**src/verilog/sha1_pad_pkg.sv**
```systemverilog
package sha1_pad_pkg;

    // ~~~~~~~~~~~~~~~~~~~~~~~~~~~~~~~~~~~~~~~~~~~~~~~~~~
    // Widths and constants.
    // ~~~~~~~~~~~~~~~~~~~~~~~~~~~~~~~~~~~~~~~~~~~~~~~~~~
    localparam int WORD_W          = 128;
    localparam int BLOCK_W         = 512;
    localparam int WORDS_PER_BLOCK = 4;
    localparam int LEN_W           = 16;
    localparam int CHAN_W          = 6;
    localparam int TAG_W           = 14;
    localparam int BLK_IDX_W       = 6;    // Block index wraps modulo 64.
    localparam int LEN_FIELD_W     = 64;
    localparam int ADDR_W          = CHAN_W + BLK_IDX_W;
    localparam int BYTES_PER_WORD  = WORD_W / 8;
    localparam int BLK_WORD_W      = $clog2(WORDS_PER_BLOCK);

    // Word counter width, large enough for the padded word count of the longest message.
    localparam int WCNT_W          = LEN_W - 3;

    // Largest byte offset in a block that still leaves room for 0x80 and the length field.
    localparam int SHORT_TAIL_MAX  = 55;

    localparam logic [7:0] PAD_MARK = 8'h80;

    // ~~~~~~~~~~~~~~~~~~~~~~~~~~~~~~~~~~~~~~~~~~~~~~~~~~
    // Types.
    // ~~~~~~~~~~~~~~~~~~~~~~~~~~~~~~~~~~~~~~~~~~~~~~~~~~
    typedef struct packed {
        logic [LEN_W-1:0]  len;   // Byte length of the message.
        logic [CHAN_W-1:0] chan;
    } msg_info_t;

    typedef struct packed {
        logic      strobe;
        msg_info_t info;
    } msg_start_t;

    typedef struct packed {
        logic              valid;
        logic              last;
        logic [WORD_W-1:0] data;
    } msg_word_t;

    typedef enum logic [1:0] {
        PAD_IDLE,
        PAD_DATA,
        PAD_FILL
    } pad_state_t;

    typedef enum logic [1:0] {
        FETCH_IDLE,
        FETCH_WAIT_INFO,
        FETCH_READ
    } fetch_state_t;

    typedef struct packed {
        logic               valid;
        logic               sop;
        logic               eop;
        logic [BLOCK_W-1:0] data;
        logic [TAG_W-1:0]   tag;
        logic [ADDR_W-1:0]  addr;   // Channel in the top bits, block index below.
    } block_out_t;

endpackage
```
**src/verilog/block_packer.sv**
```systemverilog
`timescale 1ns/1ns

module block_packer (
    input  logic                            sys_clk,
    input  logic                            sys_rst,
    input  logic [sha1_pad_pkg::CHAN_W-1:0] chan,
    input  sha1_pad_pkg::msg_word_t         word_in,
    output sha1_pad_pkg::block_out_t        blk_out
);
    import sha1_pad_pkg::*;

    logic [BLK_WORD_W-1:0]       word_cnt;
    logic [BLOCK_W-WORD_W-1:0]   head;        // Words gathered so far, oldest on top.
    logic [BLK_IDX_W-1:0]        blk_idx;
    logic [TAG_W-1:0]            tag_cnt;
    logic                        first_blk;
    logic                        blk_done;

    assign blk_done = word_in.valid && (word_cnt == BLK_WORD_W'(WORDS_PER_BLOCK - 1));

    always_ff @(posedge sys_clk) begin
        if (word_in.valid) begin
            head <= {head[BLOCK_W-2*WORD_W-1:0], word_in.data};
        end
    end

    // ~~~~~~~~~~~~~~~~~~~~~~~~~~~~~~~~~~~~~~~~~~~~~~~~~~
    // Block output with flags, tag and address.
    // ~~~~~~~~~~~~~~~~~~~~~~~~~~~~~~~~~~~~~~~~~~~~~~~~~~
    always_ff @(posedge sys_clk) begin
        if (sys_rst) begin
            word_cnt      <= '0;
            blk_idx       <= '0;
            tag_cnt       <= '0;
            first_blk     <= 1'b1;
            blk_out.valid <= 1'b0;
            blk_out.sop   <= 1'b0;
            blk_out.eop   <= 1'b0;
            blk_out.tag   <= '0;
        end else begin
            blk_out.valid <= blk_done;
            blk_out.sop   <= blk_done && first_blk;
            blk_out.eop   <= blk_done && word_in.last;   // Last word always closes a block.
            if (blk_done) begin
                word_cnt <= '0;
            end else if (word_in.valid) begin
                word_cnt <= word_cnt + 1'b1;
            end
            if (blk_done) begin
                blk_out.data <= {head, word_in.data};
                blk_out.tag  <= tag_cnt;
                blk_out.addr <= {chan, blk_idx};
                if (word_in.last) begin
                    blk_idx   <= '0;
                    tag_cnt   <= tag_cnt + 1'b1;   // One tag per message.
                    first_blk <= 1'b1;
                end else begin
                    blk_idx   <= blk_idx + 1'b1;
                    first_blk <= 1'b0;
                end
            end
        end
    end

endmodule

```
**src/verilog/msg_fetch.sv**
```systemverilog
`timescale 1ns/1ns

module msg_fetch (
    input  logic                            sys_clk,
    input  logic                            sys_rst,
    input  logic                            chan_ready,
    input  logic                            info_empty,
    input  sha1_pad_pkg::msg_info_t         info,
    output logic                            info_rd_en,
    input  logic [sha1_pad_pkg::WORD_W-1:0] data_word,
    output logic                            data_rd_en,
    input  logic                            pad_busy,
    output sha1_pad_pkg::msg_start_t        start,
    output sha1_pad_pkg::msg_word_t         word_out,
    output logic [sha1_pad_pkg::CHAN_W-1:0] chan
);
    import sha1_pad_pkg::*;

    fetch_state_t      state;
    logic [WCNT_W-1:0] info_words;   // Data words in the message now on the info port.
    logic [WCNT_W-1:0] rd_left;
    logic              rd_last;
    logic              rd_d1;
    logic              rd_last_d1;

    // ~~~~~~~~~~~~~~~~~~~~~~~~~~~~~~~~~~~~~~~~~~~~~~~~~~
    // Read requests.
    // ~~~~~~~~~~~~~~~~~~~~~~~~~~~~~~~~~~~~~~~~~~~~~~~~~~
    assign info_words = WCNT_W'(info.len[LEN_W-1:4]) + WCNT_W'(|info.len[3:0]);

    // A new message only starts once the padder has finished the previous one.
    assign info_rd_en = (state == FETCH_IDLE) && !info_empty && chan_ready && !pad_busy;

    // The info word is valid in WAIT_INFO, so the first data read goes out in the same cycle.
    assign data_rd_en = ((state == FETCH_WAIT_INFO) && (info_words != '0)) ||
                        (state == FETCH_READ);

    assign rd_last = (state == FETCH_WAIT_INFO) ? (info_words == WCNT_W'(1)) :
                                                  (rd_left == WCNT_W'(1));

    always_ff @(posedge sys_clk) begin
        if (sys_rst) begin
            state      <= FETCH_IDLE;
            rd_left    <= '0;
            rd_d1      <= 1'b0;
            rd_last_d1 <= 1'b0;
        end else begin
            rd_d1      <= data_rd_en;
            rd_last_d1 <= data_rd_en && rd_last;
            case (state)
                FETCH_IDLE: begin
                    if (info_rd_en) begin
                        state <= FETCH_WAIT_INFO;
                    end
                end
                FETCH_WAIT_INFO: begin
                    rd_left <= info_words - 1'b1;   // Reads still due after this one.
                    if (info_words > WCNT_W'(1)) begin
                        state <= FETCH_READ;
                    end else begin
                        state <= FETCH_IDLE;
                    end
                end
                FETCH_READ: begin
                    rd_left <= rd_left - 1'b1;
                    if (rd_left == WCNT_W'(1)) begin
                        state <= FETCH_IDLE;
                    end
                end
                default: state <= FETCH_IDLE;
            endcase
        end
    end

    // Channel stays put until the next message is fetched.
    always_ff @(posedge sys_clk) begin
        if (state == FETCH_WAIT_INFO) begin
            chan <= info.chan;
        end
    end

    // ~~~~~~~~~~~~~~~~~~~~~~~~~~~~~~~~~~~~~~~~~~~~~~~~~~
    // Outputs to the padder.
    // ~~~~~~~~~~~~~~~~~~~~~~~~~~~~~~~~~~~~~~~~~~~~~~~~~~
    assign start = '{strobe: (state == FETCH_WAIT_INFO), info: info};

    // FIFO data shows up one cycle after its read, matching the delayed flags.
    assign word_out = '{valid: rd_d1, last: rd_last_d1, data: data_word};

endmodule

```
**src/verilog/pad_word_gen.sv**
```systemverilog
`timescale 1ns/1ns

module pad_word_gen (
    input  logic                     sys_clk,
    input  logic                     sys_rst,
    input  sha1_pad_pkg::msg_start_t start,
    input  sha1_pad_pkg::msg_word_t  word_in,
    output logic                     pad_busy,
    output sha1_pad_pkg::msg_word_t  word_out
);
    import sha1_pad_pkg::*;

    pad_state_t             state;
    logic [LEN_W-1:0]       len_q;
    logic [WCNT_W-1:0]      new_blocks;
    logic [WCNT_W-1:0]      new_total;
    logic [WCNT_W-1:0]      new_data;
    logic [WCNT_W-1:0]      new_fill;
    logic [WCNT_W-1:0]      fill_left;    // Fill words still to emit.
    logic                   fill_first;
    logic                   tail_part;
    logic [LEN_FIELD_W-1:0] bit_len;
    logic [WORD_W-1:0]      tail_word;
    logic [WORD_W-1:0]      fill_word;
    logic                   out_valid;
    logic                   out_last;
    logic [WORD_W-1:0]      out_data;

    // ~~~~~~~~~~~~~~~~~~~~~~~~~~~~~~~~~~~~~~~~~~~~~~~~~~
    // Word counts of the starting message.
    // ~~~~~~~~~~~~~~~~~~~~~~~~~~~~~~~~~~~~~~~~~~~~~~~~~~
    assign new_blocks = WCNT_W'(start.info.len[LEN_W-1:6]) +
                        ((start.info.len[5:0] > SHORT_TAIL_MAX) ? WCNT_W'(2) : WCNT_W'(1));
    assign new_total  = WCNT_W'(new_blocks * WORDS_PER_BLOCK);
    assign new_data   = WCNT_W'(start.info.len[LEN_W-1:4]) + WCNT_W'(|start.info.len[3:0]);
    assign new_fill   = new_total - new_data;

    assign tail_part = |len_q[3:0];   // Last data word is only partly filled.
    assign bit_len   = LEN_FIELD_W'({len_q, 3'b000});

    assign pad_busy = start.strobe || (state != PAD_IDLE);

    // Clear the bytes past the end and drop the marker right after the last byte.
    always_comb begin
        tail_word = word_in.data;
        if (tail_part) begin
            for (int b = 0; b < BYTES_PER_WORD; b++) begin
                if (b == len_q[3:0]) begin
                    tail_word[WORD_W-1-8*b -: 8] = PAD_MARK;
                end else if (b > len_q[3:0]) begin
                    tail_word[WORD_W-1-8*b -: 8] = 8'h00;
                end
            end
        end
        if (fill_left == '0) begin
            tail_word[LEN_FIELD_W-1:0] = bit_len;   // No fill words, length goes here.
        end
    end

    always_comb begin
        fill_word = '0;
        if (fill_first && !tail_part) begin
            fill_word[WORD_W-1 -: 8] = PAD_MARK;
        end
        if (fill_left == WCNT_W'(1)) begin
            fill_word[LEN_FIELD_W-1:0] = bit_len;
        end
    end

    // ~~~~~~~~~~~~~~~~~~~~~~~~~~~~~~~~~~~~~~~~~~~~~~~~~~
    // Padding FSM.
    // ~~~~~~~~~~~~~~~~~~~~~~~~~~~~~~~~~~~~~~~~~~~~~~~~~~
    always_ff @(posedge sys_clk) begin
        if (sys_rst) begin
            state      <= PAD_IDLE;
            fill_left  <= '0;
            fill_first <= 1'b0;
            out_valid  <= 1'b0;
            out_last   <= 1'b0;
        end else begin
            out_valid <= 1'b0;
            out_last  <= 1'b0;
            case (state)
                PAD_IDLE: begin
                    if (start.strobe) begin
                        if (start.info.len == '0) begin
                            // Empty message: the marker word goes out straight away.
                            out_valid  <= 1'b1;
                            fill_left  <= new_fill - 1'b1;
                            fill_first <= 1'b0;
                            state      <= PAD_FILL;
                        end else begin
                            fill_left <= new_fill;
                            state     <= PAD_DATA;
                        end
                    end
                end
                PAD_DATA: begin
                    if (word_in.valid) begin
                        out_valid <= 1'b1;
                        if (word_in.last) begin
                            fill_first <= 1'b1;
                            if (fill_left == '0) begin
                                out_last <= 1'b1;
                                state    <= PAD_IDLE;
                            end else begin
                                state <= PAD_FILL;
                            end
                        end
                    end
                end
                PAD_FILL: begin
                    out_valid  <= 1'b1;
                    fill_first <= 1'b0;
                    fill_left  <= fill_left - 1'b1;
                    if (fill_left == WCNT_W'(1)) begin
                        out_last <= 1'b1;
                        state    <= PAD_IDLE;
                    end
                end
                default: state <= PAD_IDLE;
            endcase
        end
    end

    always_ff @(posedge sys_clk) begin
        if ((state == PAD_IDLE) && start.strobe) begin
            len_q <= start.info.len;
        end
        case (state)
            PAD_IDLE: out_data <= {PAD_MARK, {(WORD_W-8){1'b0}}};
            PAD_DATA: out_data <= word_in.last ? tail_word : word_in.data;
            default:  out_data <= fill_word;
        endcase
    end

    assign word_out = '{valid: out_valid, last: out_last, data: out_data};

endmodule

```
**src/verilog/sha1_msg_pad_top.sv**
```systemverilog
`timescale 1ns/1ns

module sha1_msg_pad_top (
    input  logic                            sys_clk,
    input  logic                            sys_rst,
    input  logic                            chan_ready,
    input  logic                            info_empty,
    input  sha1_pad_pkg::msg_info_t         info,
    output logic                            info_rd_en,
    input  logic [sha1_pad_pkg::WORD_W-1:0] data_word,
    output logic                            data_rd_en,
    output sha1_pad_pkg::block_out_t        blk_out
);
    import sha1_pad_pkg::*;

    msg_start_t        start;
    msg_word_t         data_stream;   // Raw message words from the data FIFO.
    msg_word_t         pad_stream;
    logic              pad_busy;
    logic [CHAN_W-1:0] chan;

    // ~~~~~~~~~~~~~~~~~~~~~~~~~~~~~~~~~~~~~~~~~~~~~~~~~~
    // Fetch, pad, pack.
    // ~~~~~~~~~~~~~~~~~~~~~~~~~~~~~~~~~~~~~~~~~~~~~~~~~~
    msg_fetch u_msg_fetch (
        .sys_clk    (sys_clk),
        .sys_rst    (sys_rst),
        .chan_ready (chan_ready),
        .info_empty (info_empty),
        .info       (info),
        .info_rd_en (info_rd_en),
        .data_word  (data_word),
        .data_rd_en (data_rd_en),
        .pad_busy   (pad_busy),
        .start      (start),
        .word_out   (data_stream),
        .chan       (chan)
    );

    pad_word_gen u_pad_word_gen (
        .sys_clk  (sys_clk),
        .sys_rst  (sys_rst),
        .start    (start),
        .word_in  (data_stream),
        .pad_busy (pad_busy),
        .word_out (pad_stream)
    );

    block_packer u_block_packer (
        .sys_clk (sys_clk),
        .sys_rst (sys_rst),
        .chan    (chan),
        .word_in (pad_stream),
        .blk_out (blk_out)
    );

endmodule

```
**config.mk**
```make
export PLATFORM = sky130hd
export DESIGN_NAME = sha1_msg_pad_top
export DESIGN_NICKNAME = d
export VERILOG_FILES = /design/src/verilog/sha1_pad_pkg.sv /design/src/verilog/block_packer.sv /design/src/verilog/msg_fetch.sv /design/src/verilog/pad_word_gen.sv /design/src/verilog/sha1_msg_pad_top.sv
export SDC_FILE = /design/constraint.sdc
export NUM_CORES = 1
export LEC_CHECK = 0
export BUFFER_PORTS_ARGS = -buffer_cell sky130_fd_sc_hd__buf_2
export CAP_MARGIN = 0
export CORE_MARGIN = 8
export CORE_UTILIZATION = 40
export CTS_CLUSTER_DIAMETER = 50
export DETAILED_ROUTE_END_ITERATION = 8
export PLACE_DENSITY = 0.7
export SYNTH_ARGS = -nofsm -noshare
export SYNTH_HDL_FRONTEND = slang
export SYNTH_HIERARCHICAL = 1
export SYNTH_SLANG_ARGS = --single-unit
```
**constraint.sdc**
```tcl
create_clock -name sys_clk -period 57.3 [get_ports sys_clk]
set_input_delay 11.46 -clock sys_clk [delete_from_list [all_inputs] [get_ports sys_clk]]
set_output_delay 11.46 -clock sys_clk [all_outputs]
set_load 0.02 [all_outputs]
```
==> qor.csv, run 1 <==
metric,value,unit
synth_nets,2361,
holdBufCountCts,0,
drcViolationCount,0,
ir_drop,0.0278,mV
fill_cells,7983,
path_class,input port to output port,
grt-ovfl-total,0,
setup_viol,0,
num_vias,19800,
crit_required,45.84,ns
cts_setup_buffers,0,
path_max_fanout,7,
path_clk_slew,0.06,ns
die_x,327,um
final_util,48.1,%
start_util,40.1,%
power.share.switching,23.3,%
fin_nets,2994,
power_switching,0.418,mW
cp.arrival,14.16,ns
pwr-share-seq,53.3,%
grt_max_degree,165,
stdcell_count,4179,
hold_viol_final,0,
register_area,32000,um^2
totalWireLength,92.2,mm
intPower,1.38,mW
dp_cells,3956,
rrSetupSlack,52.67,ns
end_kind,output port,
holdWs,0.384,ns
layout-drive-gt1-share,31.7,%
cts_buffers,113,
clock_latency,0.70,ns
pin_count,697,
max_slew.worst_pin.slew,1.15,ns
ant_nets,0,
clock_sinks,1133,
dp_hpwl,67.6,mm
highest_layer,met5,
period_share,44.7,%
multi_input_area,5140,um^2
drt_iter0_markers,1666,
firstDrtPassIters,6,
tns,0,ns
slew_headroom,23.3,%
worstHoldPathType,flop to flop,
grt_pass1_vias,19500,
cts_max_level,3,
avgSynthCellArea,17.9,um^2
synth_cells,2162,
power.total,1.79,mW
fmax,0.0390,GHz
cts_buffer_depth,3,
met1_length,34.7,mm
clkPwrFrac,39.6,%
yosysWarnings,6,
gp_congestion,0.857,
cts_tree,yes,
rsz0062_at_grt,false,
cts_root_buffer,clkbuf_16,
via_per_inst,4.74,
place.port_buffers,696,
wl_met2,46.8,mm
wire_per_inst,22.1,um
die_area,107000,um^2
p_leak,16.8,nW
core,96300,um^2
die_y,327,um
grt_antenna_before_repair,22,
core.rowCount,114,
worstSetupStartpointType,input port,
combPwrFrac,7.1,%
period_needed,25.62,ns
maxCapViolCount,0,
powerDensity,38.8,nW/um^2
fin_skew,0.0474,ns
status,finished clean,
area_delta_synth_final,19.8,%
slew_viol_final,0,
grt_pass1_wl,130,mm
grt_util_all_layers,16.4,%
synth_area,38600,um^2
cts_resized,0,
wl_met3,7.41,mm
registers in the layout, indices dropped and copies added (netlist names), 2 cells and up:
signal                    cells
u_msg_fetch/state             2
u_msg_fetch/chan              6
u_block_packer/head         384
u_block_packer/word_cnt       2
u_pad_word_gen/out_data     128
u_pad_word_gen/fill_left     13
u_block_packer/tag_cnt       14
u_block_packer/blk_out      541
u_pad_word_gen/len_q         16
u_pad_word_gen/state          2
u_block_packer/blk_idx        6
u_msg_fetch/rd_left          13
worst paths after layout:
kind | endpoint | from | cells past startpoint
worst max-delay path | data_rd_en | info[7] | 11
worst min-delay path | u_block_packer/blk_out[424] | u_block_packer/head[270] | 0
worst min register to register | u_block_packer/blk_out[424] | u_block_packer/head[270] | 0
worst max register to register | u_block_packer/blk_out[89] | u_pad_word_gen/out_valid | 5
cell type report:
class,instances,area share (%)
clock buffer,142,6.48
tap,1276,3.45
multi-input combinational,784,11.1
clock inverter,73,1.53
timing repair buffer,714,7.85
antenna,8,0.0433
sequential,1133,69.2
inverter,49,0.398
metrics by stage:
stage | area [um^2] | worst slack (ns)
finish | 46300 | 31.68
global route | 46300 | 31.49
CTS | 46200 | 31.74
detailed placement | 42500 | 31.75
global placement | 42500 | 31.80
floorplan | 38600 | 22.41
power by group through the flow:
stage	registers (mW)	clock network, mW	logic (mW)
floorplan	0.963	0	0.0920
global placement	0.972	0	0.125
finish	0.957	0.711	0.127
detailed placement	0.974	0	0.127
CTS	0.957	0.726	0.127
global route	0.960	0.757	0.140
metal layers:
metal	track usage, %	vias up
met4	6.75	12
met5	0	-
met1	19.1	9592
met3	4.41	184
li1	-	9207
met2	28.6	816
layout by cell type, fill, tap and decap left out, types with 6 or more instances in the layout:
master / n
o31ai_1: 7
a31oi_1: 6
nand3_1: 25
diode_2: 8
o22ai_1: 10
a211oi_1: 10
nor2b_1: 16
edfxtp_1: 930
buf_4: 17
clkbuf_8: 6
a22o_1: 15
o21ai_0: 48
o21a_1: 6
dfxtp_1: 202
nand2b_1: 9
and3_1: 20
clkinvlp_4: 7
nand4_1: 11
a21oi_1: 68
clkinv_2: 19
nor3_1: 26
xor2_1: 28
nor4_1: 10
clkbuf_1: 23
mux2i_1: 14
clkbuf_16: 113
inv_1: 48
ha_1: 43
clkinv_1: 21
nand2_1: 99
xnor2_1: 32
buf_2: 696
nor2_1: 74
clkinv_8: 8
and2_1: 96
critical path, stage by stage:
cell and delay, ns:
buf_2 0.12, or4_1 0.64, ha_1 0.28, ha_1 0.29
nand2_1 0.21, nor2_2 0.10, mux2i_1 0.20, nand2b_1 0.22
o31ai_1 0.35, nand2_1 0.11, buf_2 0.18
No activity file was read; power rests on OpenSTA's default activity.
==> run 2, diff against run 1 <==
PLACE_DENSITY = 0.73   (was 0.7)
clock period = 22.4 ns   (was 57.3 ns; I/O delays follow)
==> run 2 against run 1 <==
  * Clock power grew to 2.7 times the previous value
  * Global-route usage is 0.28 points lower
  * Sequential power grew to 2.5 times the previous value
  * Clock skew is 0.012 ns higher
  * Power grew to 2.6 times the previous value
  * First-iteration DRC count is 6.9% lower
  * Hold slack worse by 0.0036 ns
==> qor.csv, run 2 (synthesized netlist as in run 1, its figures left out) <==
metric,value,unit,change
drcViolationCount,0,,unchanged
path_cells,"buf_2, or4_1, ha_1, ha_1, nand2_1, nor2_2, mux2i_1, nand2b_1, o31ai_1, nand2_1, buf_2",,
grt_pass1_wl,129,mm,-1.1%
path_class,input port to output port,,
cp.buffers_inverters,2,,unchanged
pin_count,697,,unchanged
cts_buffers,115,,+1.8%
period_needed,11.48,ns,
drt_iter0_markers,1551,,-6.9%
fin_skew,0.0597,ns,+0.0123 ns
grt-ovfl-total,0,,unchanged
cts_max_level,3,,unchanged
top_regs,"u_block_packer/blk_out x541, u_block_packer/head x384, u_pad_word_gen/out_data x128",,
cts_tree,yes,,
holdWs,0.380,ns,-0.00355 ns
slew_viol_final,0,,unchanged
path_clk_slew,0.06,ns,about the same
setup_viol,0,,unchanged
worstHoldPathType,flop to flop,,
totalWireLength,91.4,mm,-0.89%
clock_latency,0.71,ns,about the same
end_kind,output port,,
grt.busiest_layer,met2,,
worstSetupStartpointType,input port,,
clock_sinks,1133,,unchanged
max_slew.worst_pin.slew,1.13,ns,-0.0194 ns
layout-drive-gt1-share,32.4,%,+0.68 points
wire_per_inst,21.9,um,-0.89%
reg2reg_depth,5,,unchanged
grt_util_all_layers,16.1,%,-0.28 points
via_per_inst,4.74,,about the same
ir_drop,0.0703,mV,+150%
reg2reg_to,u_block_packer/blk_out[488],,
rsz0062_at_grt,false,,
use_met1,19.5,%,+0.33 points
die_area,107000,um^2,unchanged
holdBufCountCts,0,,unchanged
largest_register_ffs,541,,unchanged
core,96300,um^2,unchanged
cp-startpoint,info[7],,
grt_max_degree,175,,+6.1%
final_common_cell,edfxtp_1,,
regMostFlops,u_block_packer/blk_out,,
p_leak,16.9,nW,+0.77%
powerDensity,101,nW/um^2,+160%
grt_antenna_before_repair,12,,-45%
gp_congestion,0.853,,-0.40%
slew_headroom,24.6,%,+1.3 points
path_depth,11,,unchanged
ant_nets,0,,unchanged
hold_viol_final,0,,unchanged
maxCapViolCount,0,,unchanged
use_met3,3.53,%,-0.88 points
crit_slowest_cell,or4_1,,
status,finished clean,,
cts_setup_buffers,0,,unchanged
dp_hpwl,66.3,mm,-1.9%
tns,0,ns,unchanged
crit_required,17.92,ns,-27.92 ns
path_delay_family,simple AND/OR/NAND/NOR gates,,
rr_startpoint,u_pad_word_gen/out_valid,,
area_delta_synth_final,20.4,%,
final_cell_mix,"930 x edfxtp_1, 696 x buf_2, 202 x dfxtp_1",,
cts_root_buffer,clkbuf_16,,
period_share,51.2,%,
cts_resized,0,,unchanged
num_vias,19800,,-0.071%
slowest_delay,0.52,ns,-0.12 ns
cp.arrival,7.00,ns,-7.16 ns
rrSetupSlack,16.89,ns,-35.78 ns
fmax,0.0871,GHz,
cts_buffer_depth,3,,unchanged
grt_pass1_vias,19500,,-0.0051%
firstDrtPassIters,5,,-1
die_y,327,um,unchanged
path_max_fanout,7,,unchanged
crit_end,data_rd_en,,
die_x,327,um,unchanged
met2_usage,28.9,%,+0.35 points
fin_nets,2995,,+0.033%
place.port_buffers,696,,unchanged
start_util,40.1,%,unchanged
core.rowCount,114,,unchanged
==> run 2: cell count changes in the layout (fill, tap and decap cells not counted), moves of 2 or more <==
cell	delta
inv_8	+4
clkinv_8	-5
bufinv_16	+2
buf_12	+2
buf_4	-3
clkinv_2	+6
clkbuf_16	+2
clkbuf_1	-3
inv_6	+2
diode_2	-4
clkinv_1	-14
clkbuf_8	+8
==> run 2: cell type report <==
| class | count | area [um^2] |
|---|---|---|
| tap | 1276 | 1600 |
| clock buffer | 149 | 3150 |
| fill | 7875 | 49800 |
| clock inverter | 71 | 783 |
| sequential | 1133 | 32000 |
| timing repair buffer | 713 | 3650 |
| multi-input combinational | 784 | 5140 |
| antenna | 4 | 10.0 |
| inverter | 49 | 184 |
==> run 2: where the power goes <==
group          total, mW  internal (mW)  switching, mW
clock network       1.91           1.09          0.815
registers           2.44           2.39         0.0551
logic              0.337          0.110          0.227
total               4.69           3.59           1.10
==> run 2: layer usage <==
metal | part of all wire [%] | vias to the layer above
li1 | - | 9205
met1 | 39 | 9780
met2 | 52 | 698
met3 | 6.6 | 108
met4 | 1.9 | 6
met5 | 0.046 | -
==> run 2: stage by stage <==
step                utilization (%)  power (mW)  std cells  instance area [um^2]  setup WS (ns)
finish                         48.3        4.69       4179                 46500          10.92
global route                   48.3        4.85       4176                 46500          10.70
CTS                            48.3        4.74       4175                 46500          10.94
detailed placement             44.2        2.82       3955                 42600          10.95
global placement               44.2        2.81       3955                 42600          10.97
floorplan                         -        2.70       2162                 38600           3.51
==> run 2: worst min-delay path by stage <==
stage,start,end,cells after the start
after floorplan,u_msg_fetch/chan[4],u_block_packer/blk_out[10],0
after global placement,u_block_packer/head[310],u_block_packer/blk_out[464],0
after global routing,u_block_packer/head[349],u_block_packer/blk_out[503],0
final,u_pad_word_gen/out_data[10],u_block_packer/blk_out[36],0
after detailed placement,u_block_packer/head[258],u_block_packer/blk_out[412],0
after CTS,u_pad_word_gen/out_data[10],u_block_packer/blk_out[36],0
